## config.mk

```make
export PLATFORM = sky130hd
export DESIGN_NAME = core_top
export DESIGN_NICKNAME = d
export VERILOG_FILES = /design/src/logic/core_pkg.sv /design/src/logic/decoder.sv /design/src/logic/reg_file.sv /design/src/logic/fetch_stage.sv /design/src/logic/decode_stage.sv /design/src/logic/execute_stage.sv /design/src/logic/core_top.sv
export SDC_FILE = /design/constraint.sdc
export NUM_CORES = 2
export LEC_CHECK = 0
export BUFFER_PORTS_ARGS = -buffer_cell sky130_fd_sc_hd__clkbuf_2
export CORE_MARGIN = 1.5
export CORE_UTILIZATION = 45
export DETAILED_ROUTE_END_ITERATION = 7
export PLACE_DENSITY = 0.68
export SYNTH_ARGS = -nofsm -noshare
export SYNTH_HDL_FRONTEND = slang
export SYNTH_SLANG_ARGS = --single-unit
```

## constraint.sdc

```tcl
create_clock -name clk -period 9.82 [get_ports clk]
set_input_delay 0 -clock clk [delete_from_list [all_inputs] [get_ports clk]]
set_output_delay 0 -clock clk [all_outputs]
set_load 0.02 [all_outputs]
```

## src/logic/core_pkg.sv

```systemverilog
// Shared types for the three-stage RV32I subset core
// Word and field widths, opcodes, reset pc, stage structs
package core_pkg;

  // Widths fixed by the ISA
  typedef logic [31:0] word_t;    // Data and address word
  typedef logic [31:0] inst_t;    // Raw instruction
  typedef logic [4:0]  reg_id_t;  // Register index
  typedef logic [6:0]  opcode_t;  // Major opcode field

  // Major opcodes of the supported instructions
  localparam opcode_t OP_IMM    = 7'b0010011;  // addi
  localparam opcode_t OP_AUIPC  = 7'b0010111;
  localparam opcode_t OP_JAL    = 7'b1101111;
  localparam opcode_t OP_SYSTEM = 7'b1110011;  // ebreak

  localparam logic [11:0] FUNCT12_EBREAK = 12'd1;

  localparam word_t RESET_PC = 32'h0000_0000;  // First fetch address
  localparam int    NUM_REGS = 32;

  // Decoder flag bundle
  typedef struct packed {
    logic need_imm;      // Second ALU operand is the immediate
    logic alu_add;       // addi or auipc
    logic is_ebreak;
    logic is_auipc;
    logic is_jal;
    logic inst_not_ipl;  // Anything outside the supported four
  } dec_ctrl_t;

  // IF/ID register
  typedef struct packed {
    logic  valid;
    word_t pc;
    inst_t inst;
  } if_id_t;

  // ID/EX register
  typedef struct packed {
    logic      valid;
    word_t     pc;
    reg_id_t   rd;
    word_t     rs1_val;  // Already includes write-through
    word_t     imm;
    dec_ctrl_t ctrl;
  } id_ex_t;

  // Retire record, one per executed instruction
  typedef struct packed {
    logic    valid;
    word_t   pc;
    reg_id_t rd;    // Zero when nothing is written
    word_t   data;  // Written value, zero when nothing is written
  } commit_t;

endpackage

```

## src/logic/decoder.sv

```systemverilog
// Instruction decoder for addi, auipc, jal and ebreak
// Field extraction, immediate select, control flags
`timescale 1ns/1ps

module decoder import core_pkg::*; (
  input  inst_t     inst,
  output reg_id_t   rd,
  output reg_id_t   rs1,
  output reg_id_t   rs2,
  output word_t     imm,
  output dec_ctrl_t ctrl
);

  opcode_t     opcode;
  logic [2:0]  funct3;
  logic [11:0] funct12;

  assign opcode  = inst[6:0];
  assign funct3  = inst[14:12];
  assign funct12 = inst[31:20];  // Only meaningful for SYSTEM

  // Opcode matches
  logic op_imm, op_auipc, op_jal, op_system;
  assign op_imm    = (opcode == OP_IMM);
  assign op_auipc  = (opcode == OP_AUIPC);
  assign op_jal    = (opcode == OP_JAL);
  assign op_system = (opcode == OP_SYSTEM);

  logic funct3_000;
  assign funct3_000 = (funct3 == 3'b000);

  // Recognised instructions
  logic addi, auipc, jal, ebreak;
  assign addi   = op_imm & funct3_000;
  assign auipc  = op_auipc;
  assign jal    = op_jal;
  assign ebreak = op_system & funct3_000 & (funct12 == FUNCT12_EBREAK);

  // Immediates per format, sign extended where the ISA says so
  word_t imm_i, imm_u, imm_j;
  assign imm_i = {{20{inst[31]}}, inst[31:20]};
  assign imm_u = {inst[31:12], 12'b0};
  assign imm_j = {{12{inst[31]}}, inst[19:12], inst[20], inst[30:21], 1'b0};

  // One-hot select by format, zero otherwise
  assign imm = ({32{addi}}  & imm_i) |
               ({32{auipc}} & imm_u) |
               ({32{jal}}   & imm_j);

  // Register fields straight from the encoding
  assign rd  = inst[11:7];
  assign rs1 = inst[19:15];
  assign rs2 = inst[24:20];

  // Control flags
  assign ctrl.need_imm     = addi | auipc;
  assign ctrl.alu_add      = addi | auipc;
  assign ctrl.is_ebreak    = ebreak;
  assign ctrl.is_auipc     = auipc;
  assign ctrl.is_jal       = jal;
  assign ctrl.inst_not_ipl = ~(addi | auipc | jal | ebreak);  // Traps in EX

endmodule

```

## src/logic/reg_file.sv

```systemverilog
// Integer register file, 32 x 32
// One write-through read port, x0 reads zero
`timescale 1ns/1ps

module reg_file import core_pkg::*; (
  input  logic    clk,
  input  logic    rst,
  input  reg_id_t rs1,
  output word_t   rs1_val,
  input  logic    wb_en,
  input  reg_id_t wb_rd,
  input  word_t   wb_data
);

  word_t regs [NUM_REGS];

  // Synchronous write, x0 never stored
  always_ff @(posedge clk) begin
    if (rst) begin
      for (int i = 0; i < NUM_REGS; i++) begin
        regs[i] <= '0;
      end
    end else if (wb_en && (wb_rd != '0)) begin
      regs[wb_rd] <= wb_data;
    end
  end

  // Read sees a same-cycle write
  always_comb begin
    if (rs1 == '0) begin
      rs1_val = '0;  // Hard-wired zero
    end else if (wb_en && (wb_rd == rs1)) begin
      rs1_val = wb_data;  // Bypass, no stall needed
    end else begin
      rs1_val = regs[rs1];
    end
  end

endmodule

```

## src/logic/fetch_stage.sv

```systemverilog
// Fetch stage
// PC register, redirect and halt handling, IF/ID register
`timescale 1ns/1ps

module fetch_stage import core_pkg::*; (
  input  logic   clk,
  input  logic   rst,
  input  logic   redirect,
  input  word_t  redirect_pc,
  input  logic   halted,
  output word_t  imem_addr,
  input  inst_t  imem_data,
  output if_id_t if_id
);

  word_t pc;
  word_t pc_next;

  assign imem_addr = pc;  // Memory answers in the same cycle

  // Next pc priority: redirect, then halt freeze, then sequential
  always_comb begin
    if (redirect) begin
      pc_next = redirect_pc;
    end else if (halted) begin
      pc_next = pc;  // Frozen until reset
    end else begin
      pc_next = pc + 32'd4;
    end
  end

  always_ff @(posedge clk) begin
    if (rst) begin
      pc          <= RESET_PC;
      if_id.valid <= 1'b0;
    end else begin
      pc <= pc_next;
      // Younger fetch squashed on jal or halt
      if_id.valid <= ~redirect & ~halted;
      if_id.pc    <= pc;
      if_id.inst  <= imem_data;
    end
  end

endmodule

```

## src/logic/decode_stage.sv

```systemverilog
// Decode stage
// Decoder and register read, ID/EX register with flush
`timescale 1ns/1ps

module decode_stage import core_pkg::*; (
  input  logic    clk,
  input  logic    rst,
  input  if_id_t  if_id,
  input  logic    flush,
  input  logic    wb_en,
  input  reg_id_t wb_rd,
  input  word_t   wb_data,
  output id_ex_t  id_ex
);

  reg_id_t   rd;
  reg_id_t   rs1;
  word_t     imm;
  dec_ctrl_t ctrl;
  word_t     rs1_val;

  decoder u_decoder (
    .inst (if_id.inst),
    .rd   (rd),
    .rs1  (rs1),
    .rs2  (),  // No reg-reg ops, single read port
    .imm  (imm),
    .ctrl (ctrl)
  );

  // Writeback comes straight from EX
  reg_file u_reg_file (
    .clk     (clk),
    .rst     (rst),
    .rs1     (rs1),
    .rs1_val (rs1_val),
    .wb_en   (wb_en),
    .wb_rd   (wb_rd),
    .wb_data (wb_data)
  );

  always_ff @(posedge clk) begin
    if (rst) begin
      id_ex.valid <= 1'b0;
    end else begin
      id_ex.valid   <= if_id.valid & ~flush;  // Bubble on jal or halt
      id_ex.pc      <= if_id.pc;
      id_ex.rd      <= rd;
      id_ex.rs1_val <= rs1_val;
      id_ex.imm     <= imm;
      id_ex.ctrl    <= ctrl;
    end
  end

endmodule

```

## src/logic/execute_stage.sv

```systemverilog
// Execute stage
// ALU add, jal link and target, writeback, redirect, halt and trap
`timescale 1ns/1ps

module execute_stage import core_pkg::*; (
  input  logic    clk,
  input  logic    rst,
  input  id_ex_t  id_ex,
  output logic    wb_en,
  output reg_id_t wb_rd,
  output word_t   wb_data,
  output logic    redirect,
  output word_t   redirect_pc,
  output logic    halted,
  output logic    trap,
  output commit_t commit
);

  logic  ex_valid;
  logic  writes_rd;
  logic  stop;
  word_t alu_a, alu_b, alu_sum;
  word_t link;
  word_t result;

  // Entry that followed a halting instruction is dropped
  assign ex_valid = id_ex.valid & ~halted;

  // Adder, pc operand only for auipc
  assign alu_a   = id_ex.ctrl.is_auipc ? id_ex.pc : id_ex.rs1_val;
  assign alu_b   = id_ex.ctrl.need_imm ? id_ex.imm : '0;
  assign alu_sum = alu_a + alu_b;

  assign link   = id_ex.pc + 32'd4;
  assign result = id_ex.ctrl.is_jal ? link : alu_sum;

  // addi, auipc and jal are the only writers
  assign writes_rd = id_ex.ctrl.alu_add | id_ex.ctrl.is_jal;

  assign wb_en   = ex_valid & writes_rd & (id_ex.rd != '0);
  assign wb_rd   = id_ex.rd;
  assign wb_data = result;

  // jal redirects in the same cycle
  assign redirect    = ex_valid & id_ex.ctrl.is_jal;
  assign redirect_pc = id_ex.pc + id_ex.imm;

  assign stop = ex_valid & (id_ex.ctrl.is_ebreak | id_ex.ctrl.inst_not_ipl);

  // Halt is sticky until reset
  always_ff @(posedge clk) begin
    if (rst) begin
      halted <= 1'b0;
      trap   <= 1'b0;
    end else if (stop) begin
      halted <= 1'b1;
      trap   <= id_ex.ctrl.inst_not_ipl;  // Low for ebreak
    end
  end

  // Retire record, ebreak and traps carry no write
  assign commit.valid = ex_valid;
  assign commit.pc    = id_ex.pc;
  assign commit.rd    = writes_rd ? id_ex.rd : '0;
  assign commit.data  = writes_rd ? result : '0;

endmodule

```

## src/logic/core_top.sv

```systemverilog
// Core top level
// Fetch, decode and execute stages, instruction port, retire port
`timescale 1ns/1ps

module core_top import core_pkg::*; (
  input  logic    clk,
  input  logic    rst,
  output word_t   imem_addr,
  input  inst_t   imem_data,
  output commit_t commit,
  output logic    halted,
  output logic    trap
);

  if_id_t  if_id;
  id_ex_t  id_ex;
  logic    wb_en;
  reg_id_t wb_rd;
  word_t   wb_data;
  logic    redirect;
  word_t   redirect_pc;
  logic    flush;

  assign flush = redirect | halted;  // Squash the decode slot

  fetch_stage u_fetch (
    .clk         (clk),
    .rst         (rst),
    .redirect    (redirect),
    .redirect_pc (redirect_pc),
    .halted      (halted),
    .imem_addr   (imem_addr),
    .imem_data   (imem_data),
    .if_id       (if_id)
  );

  decode_stage u_decode (
    .clk     (clk),
    .rst     (rst),
    .if_id   (if_id),
    .flush   (flush),
    .wb_en   (wb_en),
    .wb_rd   (wb_rd),
    .wb_data (wb_data),
    .id_ex   (id_ex)
  );

  execute_stage u_execute (
    .clk         (clk),
    .rst         (rst),
    .id_ex       (id_ex),
    .wb_en       (wb_en),
    .wb_rd       (wb_rd),
    .wb_data     (wb_data),
    .redirect    (redirect),
    .redirect_pc (redirect_pc),
    .halted      (halted),
    .trap        (trap),
    .commit      (commit)
  );

endmodule

```

Yosys cells after proc, flatten, opt, wreduce, memory -nomap -nowiden
Memory sizes are Yosys's and may differ from the RTL's. A register that Yosys moved wholly into a read port is not among the register bits.
Index checks and enable logic that the tools add are counted.
- add/subtract/negate cells: 4
- equality and inequality tests: 6
- multiplexer cells: 15
- bitwise operators: 25
- reduce and logical (&&, ||, !) cells: 6
- operator list (kind ; number):
    $mux W32 ; 7
    $and A32 B32 Y32 ; 3
    $add A32 B3 Y32 const B ; 2
    $add A32 B32 Y32 ; 2
    $or A32 B32 Y32 ; 2
    $reduce_or A32 Y1 ; 1
    $eq A7 B5 Y1 const B ; 2
    $eq A7 B7 Y1 const B ; 2
    $eq A12 B1 Y1 const B ; 1
    $and A1 B1 Y1 ; 10
    $mux W5 ; 2
    $mux W1 ; 6
    $or A1 B1 Y1 ; 6
    $logic_not A5 Y1 ; 1
    $reduce_bool A5 Y1 ; 1
    $not A1 Y1 ; 4
    $logic_not A3 Y1 ; 1
    $ne A2 B2 Y1 const B ; 1
    $logic_and A1 B1 Y1 ; 1
    $logic_not A1 Y1 ; 1
- flip-flop bits (word level): 174
- memory bits (writable): 1024
- input bits: 34
- logic and storage cells: 72
- memories kept: 1
- memories (name ; depth ; bits a word ; rd ports ; clocked after memory_dff ; wr ports ; line ; RTL):
    u_decode.u_reg_file.regs ; 32 ; 32 ; 1 ; 1 ; 32 ; reg_file.sv:15 ; word_t regs [NUM_REGS];

Longest topological paths before layout
- depth in word-level cells: 10
- gate-level depth with buffers: 15
- mapped depth without buffers: 11

Modules after synthesis
Synthesis repeated with hierarchy kept, for this count alone.
- cells, all modules: 4361
- area, all modules: 60402.9 um^2
- modules (own cells, without submodules) (module ; times used ; cells each ; area each (um^2)):
    reg_file ; 1 ; 3065 ; 47112.7
    execute_stage ; 1 ; 792 ; 5452.7
    fetch_stage ; 1 ; 295 ; 3886.2
    decode_stage ; 1 ; 110 ; 3249.4
    decoder ; 1 ; 98 ; 695.7
    core_top ; 1 ; 1 ; 6.3

Worst setup path before layout
Ideal clock, no wire load.
- path type: input to register
- from: input rst
- to: memory u_decode.u_reg_file.regs[10][0] in the netlist's numbering, enable pin
- setup time: 0.819 ns
- arrival: 7.596 ns
- required time: 9.001 ns
- setup slack: 1.405 ns
- cell stages on the path: 3
- path buffers: 1
- cells stage by stage: inv_1 clkbuf_1 nand2_1
- RTL lines (element ; line ; RTL):
    start: declaration ; core_top.sv:7 ; input logic rst,
    end: declaration ; reg_file.sv:15 ;

==> summary.md <==
| Metric | Value |
|---|---|
| GRT Max-Usage Layer | met2 |
| Post-Layout Cell Count | between 5000 and 6000 |
| Sink Count | around 1200 |
| Cts bufs inserted | between 100 and 150 |
| EDFF count, synth | ~1200 |
| Antenna violations before repair | 6 |
| Filler cell count | 10200 |
| Peak VDD IR | ~160 uV |
| Avg WL per Cell | 28.2 um |
| GRT met3 Usage | 4.34% |
| Max Cap Viol | 0 |
| Ys Warns | 0 |
| Initial core utilization | between 40% and 50% |
| H-tree depth | 3 |
| Top cell type's share of synthesized area | between 60% and 70% |
| Setup ws final | around 4500 ps |
| Run status | finished, final reports clean |
| Core Area | 0.125 mm2 |
| Row Count | 130 |
| Post-Syn Area | 0.0567 mm2 |
| Worst-skew pair later-pin latency | approximately 740 ps |
| Worst min-delay path class | in2reg |
| Global-route wire length before repair | 240 mm |
| Initial drt markers | roughly 5600 |
| Setup crit start kind | flip-flop |
| RePlAce Congestion | about 0.86 |
| Drt via density | about 6.2 |
| Die Wd | about 360 um |
| Clock Skews | 45.7 ps |
| PwrDens | 193 mW/mm2 |
| Synthesized flop and latch total | 1230 |
| Overflow after GRT | 0 |
| Register area | 0.0366 mm2 |
| Layout cell share with drive strength beyond 1 | between 20% and 30% |
| Final net count | about 4200 |
| Critical Path RT | just under 10000 ps |
| Die area | roughly 0.13 mm2 |
| Met2 Usage GRT | a little over two fifths |
| Final number of hold-violating endpoints | 0 |
| Cell taking the most area after synthesis | edfxtp_1 |
| Synthesized area per cell | 13.9 um2 |
| Boundary Pins | 138 |
| CP Capture Type | output pin |
| Die H | approximately 360 um |
| Synth cell types | 80 |
| Area of the multi-input gates | 0.0189 mm2 |
| DPL Wire Length | a little under 100 mm |
| DP Worst Slack | approximately 5000 ps |
| Post-CTS Setup Bufs | 0 |
| RSZ-0062 raised after global routing | no |
| Total Wirelength | 167 mm |
| CTS tree | yes |
| Remaining DRCs | 0 |
| Total negative slack | 0 ps |
| Pins Over Slew Limit | 0 |
| Worst Path Max Fanout | 33 |
| Inst Count DP | 5611 |
| Ranking of synthesized cells by area | edfxtp_1 (63%), mux4_2 (13%), nor2_1 (7.2%) |
| Final setup vio count | 0 |
| R2r setup slk | 4890 ps |
| Max Buffers Root-to-Sink | 3 |
| Root buf cell | clkbuf_16 |
| Tmin final | between 5000 and 6000 ps |
| DR pass1 iterations | 6 |
| Worst hold margin | between 30 and 40 ps |
| Fin crit share | between 50% and 60% |
| Sequential share of the synthesized area | approximately 64% |
| Leak | around 23 nW |
| Met1 usage | between 30% and 40% |
| Critical path arrival | 5300 ps |
| Clock Pin Slew Worst Setup and Hold Paths | approximately 60 ps |
| Crit path kind | reg2out |
| Fmax | 189 MHz |
| Post-cts resize count | 0 |
| Port bufs | between 100 and 150 |
| Vias in the first global route | about 35000 |
| Routed vias | about 37000 |
| Util after Layout | 50.9% |
| Async SR Flop Fraction | 0% |
| Total Routing Usage GR | about a quarter |
| Slew margin rel. | approximately 14% |
| ANT nets after route | 0 |
| Synthesis-to-finish area growth | 12.5% |
| Gate Count Post-Synth | approximately 4100 |
| Largest net degree at the start of global routing | between 100 and 150 |
| Worst Tran Pin Value | 1290 ps |
| Predominant post-synthesis flop cell | edfxtp_1 |
-- area by class of cell --
| type | count | area share [%] |
|---|---|---|
| sequential | 1230 | 57.3 |
| multi-input combinational | 2472 | 29.6 |
| clock buffer | 148 | 5.01 |
| timing repair buffer | 298 | 3.27 |
| tap | 1650 | 3.23 |
| clock inverter | 80 | 1.47 |
| inverter | 22 | 0.141 |
| antenna | 3 | 0.0118 |
-- critical path, stage by stage (launching register included) --
cell and delay (ps):
edfxtp_1 320, buf_4 390, mux2_2 390, ha_1 260, fa_1 490, a211oi_1 330
nor2_1 110, o2bb2ai_1 220, o21bai_2 370, o211ai_1 180, xor2_1 200, o21ai_4 850
nor2_1 180, clkbuf_2 220
-- placed cells by master (no fill, tap or decap), types with 24 or more instances in the layout --
cell type	n
a211oi_1	74
a21o_1	52
a21oi_1	102
and2_1	41
and3_1	24
buf_4	98
clkbuf_16	122
clkbuf_2	136
clkinv_2	27
conb_1	32
dfxtp_1	36
dlygate4sd3_1	61
edfxtp_1	1194
ha_1	64
mux2_2	34
mux4_2	320
nand2_1	132
nand2_2	32
nand3_1	32
nand4_1	24
nor2_1	1080
nor2b_1	54
o21ai_0	67
xnor2_1	43
xor2_1	34
-- per-layer routing --
| layer | routed length [um] | up-vias |
|---|---|---|
| met5 | 46 | - |
| met4 | 6470 | 6 |
| met3 | 17900 | 326 |
| met2 | 79400 | 2392 |
| met1 | 62900 | 18600 |
| li1 | - | 15200 |
-- kinds of logic after synthesis --
logic type	Yosys count	synth area share, %
compound gates	424	4.94
xor+xnor	77	1.19
fa+ha+maj	66	1.48
buf+inv	398	3.11
flops	1230	64.5
mux	367	13.6
other cells	1	0.00661
simple gates	1506	11.2
-- what timing repair did --
action	4_1_cts	5_1_grt
hold endpoints to repair	45	0
hold buffers	61	0
endpoints found under the setup margin	0	0
-- registers in the layout, summed over array words and instances (netlist names) --
name,count
u_decode.u_reg_file.regs,1024
u_decode.id_ex,107
u_fetch.if_id,65
u_fetch.imem_addr,32
u_execute.halted,1
u_execute.trap,1
-- synthesized netlist by cell type (42+ instances only) --
cell	n
a21oi_1	103
and2_1	42
buf_2	50
nor2b_1	54
o21ai_0	67
a211oi_1	74
a21o_1	52
clkbuf_1	266
mux4_2	320
nand2_1	163
xnor2_1	43
ha_1	64
edfxtp_1	1194
nor2_1	1082
-- per-stage QoR --
step | instance area [um2] | power (mW)
CTS | 63800 | 12.3
global route | 63800 | 12.6
global placement | 59100 | 7.49
floorplan | 56800 | 7.02
finish | 63800 | 12.3
detailed placement | 59100 | 7.51
-- worst paths after layout --
path / start / end / cells after the start
min: imem_data[14] / u_fetch.if_id[14] / 2
max: u_decode.id_ex[2] / commit[22] / 13
min reg2reg: u_fetch.if_id[56] / u_decode.id_ex[99] / 0
max reg2reg: u_decode.id_ex[2] / u_decode.id_ex[68] / 13
-- report_power, final --
group	switching, mW	internal [mW]
combinational	0.883	0.474
clock	2.06	2.80
sequential	0.119	5.96
total	3.06	9.23
Power figures use the tool's default switching activity.
